--- src/source/mul_pkg.sv ---
/* shared widths, register map, types and structs of the multiply unit.
   every other source file refers to these by scoped names. */

package mul_pkg;

    // ============================================================
    // widths and counts
    // ============================================================
    localparam int XLEN            = 32;
    localparam int EXT_W           = 36;   // operand after sign or zero extension.
    localparam int PROD_W          = 64;
    localparam int DIGITS_PER_STEP = 6;
    localparam int NUM_STEPS       = 3;    // 18 booth digits in total.

    typedef logic [XLEN-1:0]   word_t;
    typedef logic [EXT_W-1:0]  ext_word_t;
    typedef logic [PROD_W-1:0] prod_t;
    typedef logic [1:0]        step_t;

    // ============================================================
    // register map
    // ============================================================
    localparam word_t REG_A      = 32'h0000_0000;
    localparam word_t REG_B      = 32'h0000_0004;
    localparam word_t REG_CTRL   = 32'h0000_0008;  // a write here starts the operation.
    localparam word_t REG_RESULT = 32'h0000_000C;
    localparam word_t REG_STATUS = 32'h0000_0010;  // bit 0 busy, bit 1 done.

    typedef enum logic [1:0] {
        MUL    = 2'd0,
        MULH   = 2'd1,
        MULHSU = 2'd2,
        MULHU  = 2'd3
    } mul_op_e;

    typedef enum logic [1:0] {
        S_IDLE   = 2'd0,
        S_STEP   = 2'd1,
        S_FINISH = 2'd2,
        S_DONE   = 2'd3
    } mul_state_e;

    // six shifted partial products of one reduction step.
    typedef struct packed {
        prod_t [DIGITS_PER_STEP-1:0] row;
    } pp_group_t;

    typedef struct packed {
        prod_t sum;
        prod_t carry;
    } csa_acc_t;

    typedef struct packed {
        ext_word_t a;
        ext_word_t b;
        mul_op_e   op;
    } mul_cmd_t;

endpackage

--- src/source/booth_digit_encoder.sv ---
/* radix-4 modified booth recoder for one step of six digits.
   each digit picks 0, +-a or +-2a, sign-extended to 64 bits and shifted into place. */
`timescale 1ns/10ps

module booth_digit_encoder (
    input  mul_pkg::mul_cmd_t  cmd_i,
    input  mul_pkg::step_t     step_i,
    output mul_pkg::pp_group_t pp_o
);

    logic [mul_pkg::EXT_W:0] b_ext;   // multiplier with a zero appended below bit 0.
    mul_pkg::prod_t          a_pos;
    mul_pkg::prod_t          a_dbl;
    mul_pkg::prod_t          row;
    logic [2:0]              window;
    int                      digit;

    assign b_ext = {cmd_i.b, 1'b0};
    assign a_pos = {{(mul_pkg::PROD_W-mul_pkg::EXT_W){cmd_i.a[mul_pkg::EXT_W-1]}}, cmd_i.a};
    assign a_dbl = a_pos << 1;

    always_comb begin
        pp_o   = '0;
        row    = '0;
        window = 3'b000;
        digit  = 0;
        for (int k = 0; k < mul_pkg::DIGITS_PER_STEP; k++) begin
            digit = int'(step_i) * mul_pkg::DIGITS_PER_STEP + k;
            // digits past the last step never reach the accumulator.
            if (digit < mul_pkg::DIGITS_PER_STEP * mul_pkg::NUM_STEPS) begin
                window = b_ext[2*digit +: 3];
            end else begin
                window = 3'b000;
            end
            case (window)
                3'b001, 3'b010: row = a_pos;
                3'b011:         row = a_dbl;
                3'b100:         row = ~a_dbl + 64'd1;   // -2a.
                3'b101, 3'b110: row = ~a_pos + 64'd1;   // -a.
                default:        row = '0;               // 000 and 111 give zero.
            endcase
            pp_o.row[k] = row << (2 * digit);
        end
    end

endmodule

--- src/source/mul_csa_accumulator.sv ---
/* carry-save accumulator of the partial products, with the final carry-propagate add.
   each step folds six rows plus the stored sum and carry back down to two rows. */
`timescale 1ns/10ps

module mul_csa_accumulator (
    input  logic               clk_i,
    input  logic               rst_n_i,
    input  logic               load_i,
    input  logic               step_i,
    input  logic               finish_i,
    input  mul_pkg::pp_group_t pp_i,
    output mul_pkg::prod_t     product_o
);

    mul_pkg::csa_acc_t acc_q;
    mul_pkg::csa_acc_t lvl1_a;
    mul_pkg::csa_acc_t lvl1_b;
    mul_pkg::csa_acc_t lvl2_a;
    mul_pkg::csa_acc_t lvl2_b;
    mul_pkg::csa_acc_t lvl3;
    mul_pkg::csa_acc_t lvl4;

    // one row of 3:2 compressors; the carry row is weighted one bit higher.
    function automatic mul_pkg::csa_acc_t compress(input mul_pkg::prod_t x,
                                                   input mul_pkg::prod_t y,
                                                   input mul_pkg::prod_t z);
        mul_pkg::csa_acc_t res;
        res.sum   = x ^ y ^ z;
        res.carry = ((x & y) | (x & z) | (y & z)) << 1;
        return res;
    endfunction

    // ============================================================
    // eight rows to two, in four levels
    // ============================================================
    assign lvl1_a = compress(pp_i.row[0], pp_i.row[1], pp_i.row[2]);
    assign lvl1_b = compress(pp_i.row[3], pp_i.row[4], pp_i.row[5]);
    assign lvl2_a = compress(lvl1_a.sum, lvl1_a.carry, lvl1_b.sum);
    assign lvl2_b = compress(lvl1_b.carry, acc_q.sum, acc_q.carry);
    assign lvl3   = compress(lvl2_a.sum, lvl2_a.carry, lvl2_b.sum);
    assign lvl4   = compress(lvl3.sum, lvl3.carry, lvl2_b.carry);

    always_ff @(posedge clk_i) begin
        if (load_i) begin
            acc_q <= '0;
        end else if (step_i) begin
            acc_q <= lvl4;
        end
    end

    always_ff @(posedge clk_i) begin
        if (!rst_n_i) begin
            product_o <= '0;
        end else if (finish_i) begin
            product_o <= acc_q.sum + acc_q.carry;   // the only carry-propagate add.
        end
    end

endmodule

--- src/source/mul_step_counter.sv ---
/* index of the current reduction step; selects which six booth digits are encoded. */
`timescale 1ns/10ps

module mul_step_counter (
    input  logic           clk_i,
    input  logic           rst_n_i,
    input  logic           load_i,
    input  logic           step_i,
    output mul_pkg::step_t step_o,
    output logic           last_step_o
);

    always_ff @(posedge clk_i) begin
        if (!rst_n_i) begin
            step_o <= '0;
        end else if (load_i) begin
            step_o <= '0;                 // a new operation starts at digit group 0.
        end else if (step_i) begin
            step_o <= step_o + 2'd1;
        end
    end

    assign last_step_o = (step_o == mul_pkg::step_t'(mul_pkg::NUM_STEPS - 1));

endmodule

--- src/source/mul_control_fsm.sv ---
/* sequencer of one multiply: idle, three steps, finish, done.
   issues the load, step and finish strobes to the datapath. */
`timescale 1ns/10ps

module mul_control_fsm (
    input  logic clk_i,
    input  logic rst_n_i,
    input  logic start_i,
    input  logic last_step_i,
    output logic load_o,
    output logic step_o,
    output logic finish_o,
    output logic busy_o,
    output logic done_o
);

    mul_pkg::mul_state_e state_q;
    mul_pkg::mul_state_e state_d;
    logic                accept;

    // a new start is taken only when no operation is running.
    assign accept = start_i &&
                    (state_q == mul_pkg::S_IDLE || state_q == mul_pkg::S_DONE);

    always_comb begin
        state_d = state_q;
        case (state_q)
            mul_pkg::S_IDLE,
            mul_pkg::S_DONE: begin
                if (accept) begin
                    state_d = mul_pkg::S_STEP;
                end
            end
            mul_pkg::S_STEP: begin
                if (last_step_i) begin
                    state_d = mul_pkg::S_FINISH;
                end
            end
            default: state_d = mul_pkg::S_DONE;   // S_FINISH lasts a single cycle.
        endcase
    end

    always_ff @(posedge clk_i) begin
        if (!rst_n_i) begin
            state_q <= mul_pkg::S_IDLE;
        end else begin
            state_q <= state_d;
        end
    end

    assign load_o   = accept;   // clears the accumulator on the edge that enters S_STEP.
    assign step_o   = (state_q == mul_pkg::S_STEP);
    assign finish_o = (state_q == mul_pkg::S_FINISH);
    assign busy_o   = step_o | finish_o;
    assign done_o   = (state_q == mul_pkg::S_DONE);   // held until the next start.

endmodule

--- src/source/mul_wb_regs.sv ---
/* wishbone classic slave with the operand, control, result and status registers.
   one-cycle ack with no wait states; operand writes are dropped while a multiply runs. */
`timescale 1ns/10ps

module mul_wb_regs (
    input  logic              clk_i,
    input  logic              rst_n_i,
    input  logic              wb_cyc_i,
    input  logic              wb_stb_i,
    input  logic              wb_we_i,
    input  mul_pkg::word_t    wb_adr_i,
    input  mul_pkg::word_t    wb_dat_i,
    input  logic [3:0]        wb_sel_i,
    output mul_pkg::word_t    wb_dat_o,
    output logic              wb_ack_o,
    input  logic              busy_i,
    input  logic              done_i,
    input  mul_pkg::prod_t    product_i,
    output logic              start_o,
    output mul_pkg::mul_cmd_t cmd_o
);

    logic              access;
    logic              wr_ok;
    logic              a_signed;
    logic              b_signed;
    mul_pkg::word_t    op_a_q;
    mul_pkg::word_t    op_b_q;
    mul_pkg::mul_op_e  op_q;
    mul_pkg::word_t    rd_data;

    assign access = wb_cyc_i & wb_stb_i & ~wb_ack_o;
    assign wr_ok  = access & wb_we_i & ~busy_i;

    // ============================================================
    // bus handshake and start pulse
    // ============================================================
    always_ff @(posedge clk_i) begin
        if (!rst_n_i) begin
            wb_ack_o <= 1'b0;
            start_o  <= 1'b0;
            op_q     <= mul_pkg::MUL;
        end else begin
            wb_ack_o <= access;            // every access is acknowledged, busy or not.
            start_o  <= wr_ok && (wb_adr_i == mul_pkg::REG_CTRL);
            if (wr_ok && wb_adr_i == mul_pkg::REG_CTRL) begin
                op_q <= mul_pkg::mul_op_e'(wb_dat_i[1:0]);
            end
        end
    end

    always_ff @(posedge clk_i) begin
        for (int i = 0; i < 4; i++) begin
            if (wr_ok && wb_sel_i[i] && wb_adr_i == mul_pkg::REG_A) begin
                op_a_q[8*i +: 8] <= wb_dat_i[8*i +: 8];
            end
            if (wr_ok && wb_sel_i[i] && wb_adr_i == mul_pkg::REG_B) begin
                op_b_q[8*i +: 8] <= wb_dat_i[8*i +: 8];
            end
        end
    end

    // ============================================================
    // read mux
    // ============================================================
    always_comb begin
        case (wb_adr_i)
            mul_pkg::REG_A:      rd_data = op_a_q;
            mul_pkg::REG_B:      rd_data = op_b_q;
            mul_pkg::REG_CTRL:   rd_data = {30'd0, op_q};
            mul_pkg::REG_RESULT: rd_data = (op_q == mul_pkg::MUL) ? product_i[31:0]
                                                                   : product_i[63:32];
            mul_pkg::REG_STATUS: rd_data = {30'd0, done_i, busy_i};
            default:             rd_data = '0;   // unmapped.
        endcase
    end

    always_ff @(posedge clk_i) begin
        if (access && !wb_we_i) begin
            wb_dat_o <= rd_data;   // valid in the same cycle as ack.
        end
    end

    // signed a for MULH and MULHSU, signed b for MULH only.
    assign a_signed = (op_q == mul_pkg::MULH) || (op_q == mul_pkg::MULHSU);
    assign b_signed = (op_q == mul_pkg::MULH);

    assign cmd_o.a  = {{(mul_pkg::EXT_W-mul_pkg::XLEN){a_signed & op_a_q[31]}}, op_a_q};
    assign cmd_o.b  = {{(mul_pkg::EXT_W-mul_pkg::XLEN){b_signed & op_b_q[31]}}, op_b_q};
    assign cmd_o.op = op_q;

endmodule

--- src/source/mul_unit_top.sv ---
/* top level of the multiply unit: wishbone register block, sequencer and booth datapath. */
`timescale 1ns/10ps

module mul_unit_top (
    input  logic           clk_i,
    input  logic           rst_n_i,
    input  logic           wb_cyc_i,
    input  logic           wb_stb_i,
    input  logic           wb_we_i,
    input  mul_pkg::word_t wb_adr_i,
    input  mul_pkg::word_t wb_dat_i,
    input  logic [3:0]     wb_sel_i,
    output mul_pkg::word_t wb_dat_o,
    output logic           wb_ack_o
);

    logic               start;
    logic               load;
    logic               step_en;
    logic               finish;
    logic               busy;
    logic               done;
    logic               last_step;
    mul_pkg::step_t     step_idx;
    mul_pkg::mul_cmd_t  cmd;
    mul_pkg::pp_group_t pp_group;
    mul_pkg::prod_t     product;

    mul_wb_regs i_mul_wb_regs (
        .clk_i     (clk_i),
        .rst_n_i   (rst_n_i),
        .wb_cyc_i  (wb_cyc_i),
        .wb_stb_i  (wb_stb_i),
        .wb_we_i   (wb_we_i),
        .wb_adr_i  (wb_adr_i),
        .wb_dat_i  (wb_dat_i),
        .wb_sel_i  (wb_sel_i),
        .wb_dat_o  (wb_dat_o),
        .wb_ack_o  (wb_ack_o),
        .busy_i    (busy),
        .done_i    (done),
        .product_i (product),
        .start_o   (start),
        .cmd_o     (cmd)
    );

    mul_control_fsm i_mul_control_fsm (
        .clk_i       (clk_i),
        .rst_n_i     (rst_n_i),
        .start_i     (start),
        .last_step_i (last_step),
        .load_o      (load),
        .step_o      (step_en),
        .finish_o    (finish),
        .busy_o      (busy),
        .done_o      (done)
    );

    mul_step_counter i_mul_step_counter (
        .clk_i       (clk_i),
        .rst_n_i     (rst_n_i),
        .load_i      (load),
        .step_i      (step_en),
        .step_o      (step_idx),
        .last_step_o (last_step)
    );

    booth_digit_encoder i_booth_digit_encoder (
        .cmd_i  (cmd),
        .step_i (step_idx),
        .pp_o   (pp_group)
    );

    mul_csa_accumulator i_mul_csa_accumulator (
        .clk_i     (clk_i),
        .rst_n_i   (rst_n_i),
        .load_i    (load),
        .step_i    (step_en),
        .finish_i  (finish),
        .pp_i      (pp_group),
        .product_o (product)
    );

endmodule

--- config.mk ---
export PLATFORM = sky130hd
export DESIGN_NAME = mul_unit_top
export DESIGN_NICKNAME = d
export VERILOG_FILES = /design/src/source/mul_pkg.sv /design/src/source/booth_digit_encoder.sv /design/src/source/mul_csa_accumulator.sv /design/src/source/mul_step_counter.sv /design/src/source/mul_control_fsm.sv /design/src/source/mul_wb_regs.sv /design/src/source/mul_unit_top.sv
export SDC_FILE = /design/constraint.sdc
export NUM_CORES = 2
export LEC_CHECK = 0
export BUFFER_PORTS_ARGS = -buffer_cell sky130_fd_sc_hd__buf_2
export CORE_ASPECT_RATIO = 1.75
export CORE_MARGIN = 8
export CORE_UTILIZATION = 40
export DETAILED_ROUTE_END_ITERATION = 8
export HOLD_SLACK_MARGIN = 0.02
export PLACE_DENSITY = 0.56
export SYNTH_ARGS = -nofsm -noshare
export SYNTH_HDL_FRONTEND = slang
export SYNTH_SLANG_ARGS = --single-unit
--- constraint.sdc ---
create_clock -name clk_i -period 17.5 [get_ports clk_i]
set_input_delay 3.5 -clock clk_i [delete_from_list [all_inputs] [get_ports clk_i]]
set_output_delay 3.5 -clock clk_i [all_outputs]
set_load 0.03 [all_outputs]
After elaboration in Yosys (flattened, before gate mapping) --
Cells that the tools add are included.
Word-level totals: output and inout bits 33, input port bits 73, bits in registers 295, word-level logic and storage cells 200
Operators by class: bitwise logic cells 54, shift-type cells 12, equal/unequal tests 48, reduce and logical (&&, ||, !) cells 36, $mul 1, muxes and demuxes 17, $add $sub $neg 9, magnitude comparators 6
Operators with widths (number):
- $pmux W64 S4 | 6
- $and A63 B63 Y63 | 18
- $xor A64 B64 Y64 | 12
- $or A63 B63 Y63 | 12
- $shl A64 B32 Y64 | 5
- $shiftx A37 B32 Y3 | 6
- $lt A32 B6 Y1 const B | 6
- $pmux W32 S5 | 1
- $add A64 B1 Y64 const B | 2
- $not A64 Y64 | 2
- $add A32 B3 Y32 const B | 2
- $add A32 B4 Y32 const B | 2
- $add A64 B64 Y64 | 1
- $eq A32 B4 Y1 const B | 2
- $shl A64 B6 Y64 | 1
- $eq A3 B3 Y1 const B | 18
- $eq A3 B2 Y1 const B | 12
- $add A32 B2 Y32 const B | 1
- $eq A32 B3 Y1 const B | 1
- $eq A32 B5 Y1 const B | 1
- $logic_not A32 Y1 | 1
- $mux W32 | 1
- $reduce_or A2 Y1 | 14
- $eq A3 B1 Y1 const B | 6
- other kinds (16) | 50

Logic depth before layout (Yosys ltp) --
depth in word-level cells 20, depth in mapped cells 38, depth with buffers taken out 27

Cells and area by module --
A second synthesis with hierarchy kept.
Second synthesis, totals: cells, all modules 5397, area, all modules 43669.4 um^2
By module, submodules not included:
- mul_csa_accumulator | cells an instance 2047, area an instance 19927.9 um^2, times used 1, sequential area each 3803.6 um^2
- booth_digit_encoder | cells an instance 2986, area an instance 19009.5 um^2, times used 1, sequential area each 0.0 um^2
- mul_wb_regs | cells an instance 338, area an instance 4470.5 um^2, times used 1, sequential area each 2962.8 um^2
- mul_control_fsm | cells an instance 17, area an instance 162.7 um^2, times used 1, sequential area each 40.0 um^2
- mul_step_counter | cells an instance 9, area an instance 98.8 um^2, times used 1, sequential area each 40.0 um^2

Worst setup path after synthesis --
Ideal clock, no wire load.
path kind register to register, start register i_mul_step_counter.step_o[0], end register i_mul_csa_accumulator.acc_q[127] in the netlist's numbering, buffers on the path 10, data arrival time 8452 ps, slack 8913 ps, required time 17365 ps, stages on the path, launching flop included 37, clock period less this slack 8587 ps, cell sequence dfxtp_1 -> inv_2 -> buf_1 -> buf_1 -> clkbuf_1 -> clkbuf_1 -> clkbuf_1 -> clkbuf_1 -> ha_1 -> buf_2 -> buf_2 -> mux4_2 -> mux2_2 -> nor3_1 -> nand3_1 -> a21oi_1 -> clkbuf_1 -> buf_2 -> a21oi_1 -> o21a_1 -> a21o_1 -> mux2i_1 -> mux2i_1 -> o21bai_1 -> fa_1 -> inv_1 -> fa_1 -> fa_1 -> xor2_1 -> xnor2_1 -> xnor2_1 -> xnor2_1 -> xnor2_1 -> xnor2_1 -> xnor2_1 -> xnor2_1 -> a21oi_1
On the way: cells in the longest elaborated chain, start to end 19
Ends and longest elaborated chain:
- start, declared | line mul_step_counter.sv:9 | output mul_pkg::step_t step_o,
- start signal, assigned | line mul_step_counter.sv:19 | step_o <= step_o + 2'd1;
- $mul A2 B2 Y4 * | line booth_digit_encoder.sv:28 | digit = int'(step_i) * mul_pkg::DIGITS_PER_STEP + k;
- $add A32 B2 Y32 or $add A32 B3 Y32 (tied branches) | line booth_digit_encoder.sv:28
- $lt A32 B6 Y1 or $shiftx A37 B32 Y3 (tied branches) | line booth_digit_encoder.sv:30, booth_digit_encoder.sv:31
- $mux W3 | line booth_digit_encoder.sv:30 | if (digit < mul_pkg::DIGITS_PER_STEP * mul_pkg::NUM_STEPS) begin
- $eq A3 B3 Y1 (tied with other cells) | line booth_digit_encoder.sv:35 | case (window)
- $reduce_or A2 Y1 | line booth_digit_encoder.sv:35
- $pmux W64 S4 | line booth_digit_encoder.sv:35
- $shl A64 B32 Y64 | line booth_digit_encoder.sv:42 | pp_o.row[k] = row << (2 * digit);
- $and A63 B63 Y63 | line mul_csa_accumulator.sv:29 | res.carry = ((x & y) | (x & z) | (y & z)) << 1;
- $or A63 B63 Y63 (2 in series) | line mul_csa_accumulator.sv:29
- $and A63 B63 Y63 | line mul_csa_accumulator.sv:29
- $or A63 B63 Y63 (2 in series) | line mul_csa_accumulator.sv:29
- $and A63 B63 Y63 | line mul_csa_accumulator.sv:29
- $or A63 B63 Y63 (2 in series) | line mul_csa_accumulator.sv:29
- $xor A64 B64 Y64 | line mul_csa_accumulator.sv:28 | res.sum = x ^ y ^ z;
- $xor A64 B64 Y64 * | line mul_csa_accumulator.sv:28
- end signal, assigned | line mul_csa_accumulator.sv:47 | acc_q <= lvl4;
- end, declared | line mul_csa_accumulator.sv:15 | mul_pkg::csa_acc_t acc_q;
Mark *: on every way between the ends. The rest lies on a longest branch, timed or not. A chain may end at the register's enable or synchronous reset.

==> results.toml <==
[routing]
drc = 0
vias_per_cell = 6.58
wirelength_um = 243000
drtIter0Drc = 5131
vias = 40200
drtAntennaViolNets = 0
dr.pass1.iters = 9
post_drt_wl_per_cell_um = 39.9

[clocking]
clock_path_buffers = 3
cts_tree = "built"
post_cts_resized = 0
clock-sinks = 294
holdBufCountCts = 0
h-tree-depth = 1
cts_inserted_buffers = 30
post_cts_buffers = 0
clock_latency_ps = 680
cts.clk_slew.worst_paths_ps = 70
clockRootBuffer = "clkbuf_16"

[timing]
setup_viol = 0
skew_ps = 52.5
hold_viol = 0
tightestPinTransition_ps = 1480
relSlewSlack = 0.00448
period_needed_ps = 9010
fin_crit_sh = 0.515
rsz0062_at_grt = "no"
slew_violations = 0
fmax_mhz = 111
holdWs_ps = 459
fin_ws_ps = 8490
tns_ps = 0

[floorplanning]
io_pins = 106
dieArea_um2 = 108000
die_h_um = 429
fp-row-count = 151
core_area_um2 = 96700
initial_core_util = 0.404
dieWidth_um = 252

[worst_setup_path]
reg2reg_to = "i_mul_csa_accumulator.acc_q[120]"
ff2ff_path_depth = 21
crit_family = "adder cells"
cp_max_fo = 43
reg2reg_slack_ps = 8490
cp_slowest_cell = "nor3_2"
crit_type = "register to register"
critPathCaptureType = "register"
worstReg2RegStart = "i_mul_step_counter.step_o[0]"
crit_arrival_ps = 9490
cp-start-kind = "register"
path_buf_inv = 3
crit_cells = 21
critPathMaxStageDelay_ps = 920
crit_required_ps = 17990
cpMostUsedCell = "fa_1"
crit_chain = "inv_6, ha_4, buf_4, and3b_1, nor2_1, nand4_1, nor3_2, a21oi_1, o21ai_0, nor2_1, a31oi_1, a21oi_1, a21oi_1, o22ai_1, fa_1, fa_1, fa_1, inv_1, fa_1, mux2i_1, nor2_1"

[placement]
io_buffers = 105
pre_cts_slack_ps = 8890
hpwl_um = 195000
place_congestion = 1.08

[synthesis]
yosysMostFrequentCell = "nor2_1"
netlist_instances = 4821
ys_async_sr_fraction = 0
synth_common_cells = "nor2_1, nand2_1, o21ai_0"
synth_flop_cell = "dfxtp_1"
syn_area_um2 = 39100
ys_types = 93
synth_edf_count = 96
ys_ff_latch = 294
ys_warn_count = 0
seq_area_frac_synth = 0.175
synth.top_cell.area_share = 0.188
avgSynthCellArea_um2 = 8.10
synth_area_leaders = "fa_1, dfxtp_1, mux2i_1"
synth_area_leader_cell = "fa_1"

[min_path]
hold_end = "i_mul_csa_accumulator.product_o[59]"
hold_class = "register to register"
min_from = "i_mul_csa_accumulator.product_o[59]"
hold-path-cell-count = 2

[global_route]
use_met3 = 0.0842
grt.busiest_layer = "met2"
overflow = 0
gr-usage-met2 = 0.695
grt_pass1_wl_um = 330000
grt_pass1_vias = 39600
gr-usage-met1 = 0.470
antenna_found_initial = 14
grt_max_degree = 160
track_usage = 0.438

[final_layout]
nFillCells = 9951
syn_to_final_growth_pct = 8.85
drive_gt1_frac = 0.101
final_nets = 5280

[run_status]
failed_checks = "max-capacitance violations"
outcome = "finished with violations"

[flow_run]
max-cap-violations = 2
kinds of logic after synthesis:
logic type      share of synthesized area
mux                                 0.115
simple gates                        0.165
other cells                      0.000192
xor+xnor                           0.0353
flops                               0.175
buf+inv                            0.0723
fa+ha+maj                           0.213
compound gates                      0.224
worst min-delay path, stage by stage, from the launching register on:
cell and delay [ps]:
dfxtp_1 330, nand2_1 50, o21ai_0 50
worst max path at each step:
stage / startpoint / to / slack (ps)
after floorplan: i_mul_step_counter.step_o[0] / i_mul_csa_accumulator.acc_q[127] / 8910
after global placement: i_mul_wb_regs.op_a_q[19] / i_mul_csa_accumulator.acc_q[97] / 8610
after detailed placement: i_mul_step_counter.step_o[0] / i_mul_csa_accumulator.acc_q[127] / 8890
after CTS: i_mul_step_counter.step_o[0] / i_mul_csa_accumulator.acc_q[127] / 8840
after global routing: i_mul_step_counter.step_o[0] / i_mul_csa_accumulator.acc_q[127] / 8160
final: i_mul_step_counter.step_o[0] / i_mul_csa_accumulator.acc_q[120] / 8490
layout make-up:
type,count,area [µm²],share of cell area
antenna,14,35.0,0.000824
clock buffer,39,825,0.0194
clock inverter,17,223,0.00524
inverter,360,1360,0.0320
multi-input combinational,3788,29700,0.698
sequential,294,6850,0.161
tap,1300,1630,0.0382
timing repair buffer,288,1940,0.0456
per-layer routing:
metal | share of wire | routed length [µm]
met4 | 0.14 | 33100
met1 | 0.33 | 80900
met5 | 0.00013 | 32
met2 | 0.45 | 110000
met3 | 0.078 | 18900
per-stage QoR:
stage	instance area, µm²	utilization	cells
2_1_floorplan	39100	-	4827
3_3_place_gp	41400	0.428	6029
3_5_place_dp	41400	0.428	6029
4_1_cts	42500	0.439	6085
5_1_grt	42500	0.439	6095
6_report	42500	0.440	6100
sequential cells by signal, summed over array words and instances, names as in the netlist:
| register | count |
|---|---|
| i_mul_wb_regs.start_o | 1 |
| i_mul_csa_accumulator.product_o | 64 |
| i_mul_step_counter.step_o | 2 |
| i_mul_control_fsm.state_q | 2 |
| i_mul_csa_accumulator.acc_q | 126 |
| i_mul_wb_regs.op_a_q | 32 |
| i_mul_wb_regs.wb_dat_o | 32 |
| i_mul_wb_regs.op_q | 2 |
| i_mul_wb_regs.wb_ack_o | 1 |
| i_mul_wb_regs.op_b_q | 32 |
placed cells by master, fill, tap and decap left out, types with 29 or more instances in the layout:
master	count
a211oi_1	33
a21o_1	86
a21oi_1	304
a221o_1	53
a221oi_1	49
a222oi_1	59
a22oi_1	91
and2_1	41
buf_2	105
buf_4	179
clkbuf_16	30
dfxtp_1	197
edfxtp_1	96
fa_1	367
ha_1	72
inv_1	357
mux2_2	37
mux2i_1	353
nand2_1	454
nand2b_1	48
nand3_1	77
nor2_1	538
nor2b_1	60
nor3_1	47
o21ai_0	375
o22ai_1	29
xnor2_1	99
xor2_1	40
Power is not shown: default switching activity piles up to over one toggle a cycle in this logic, so the estimate is an artifact.
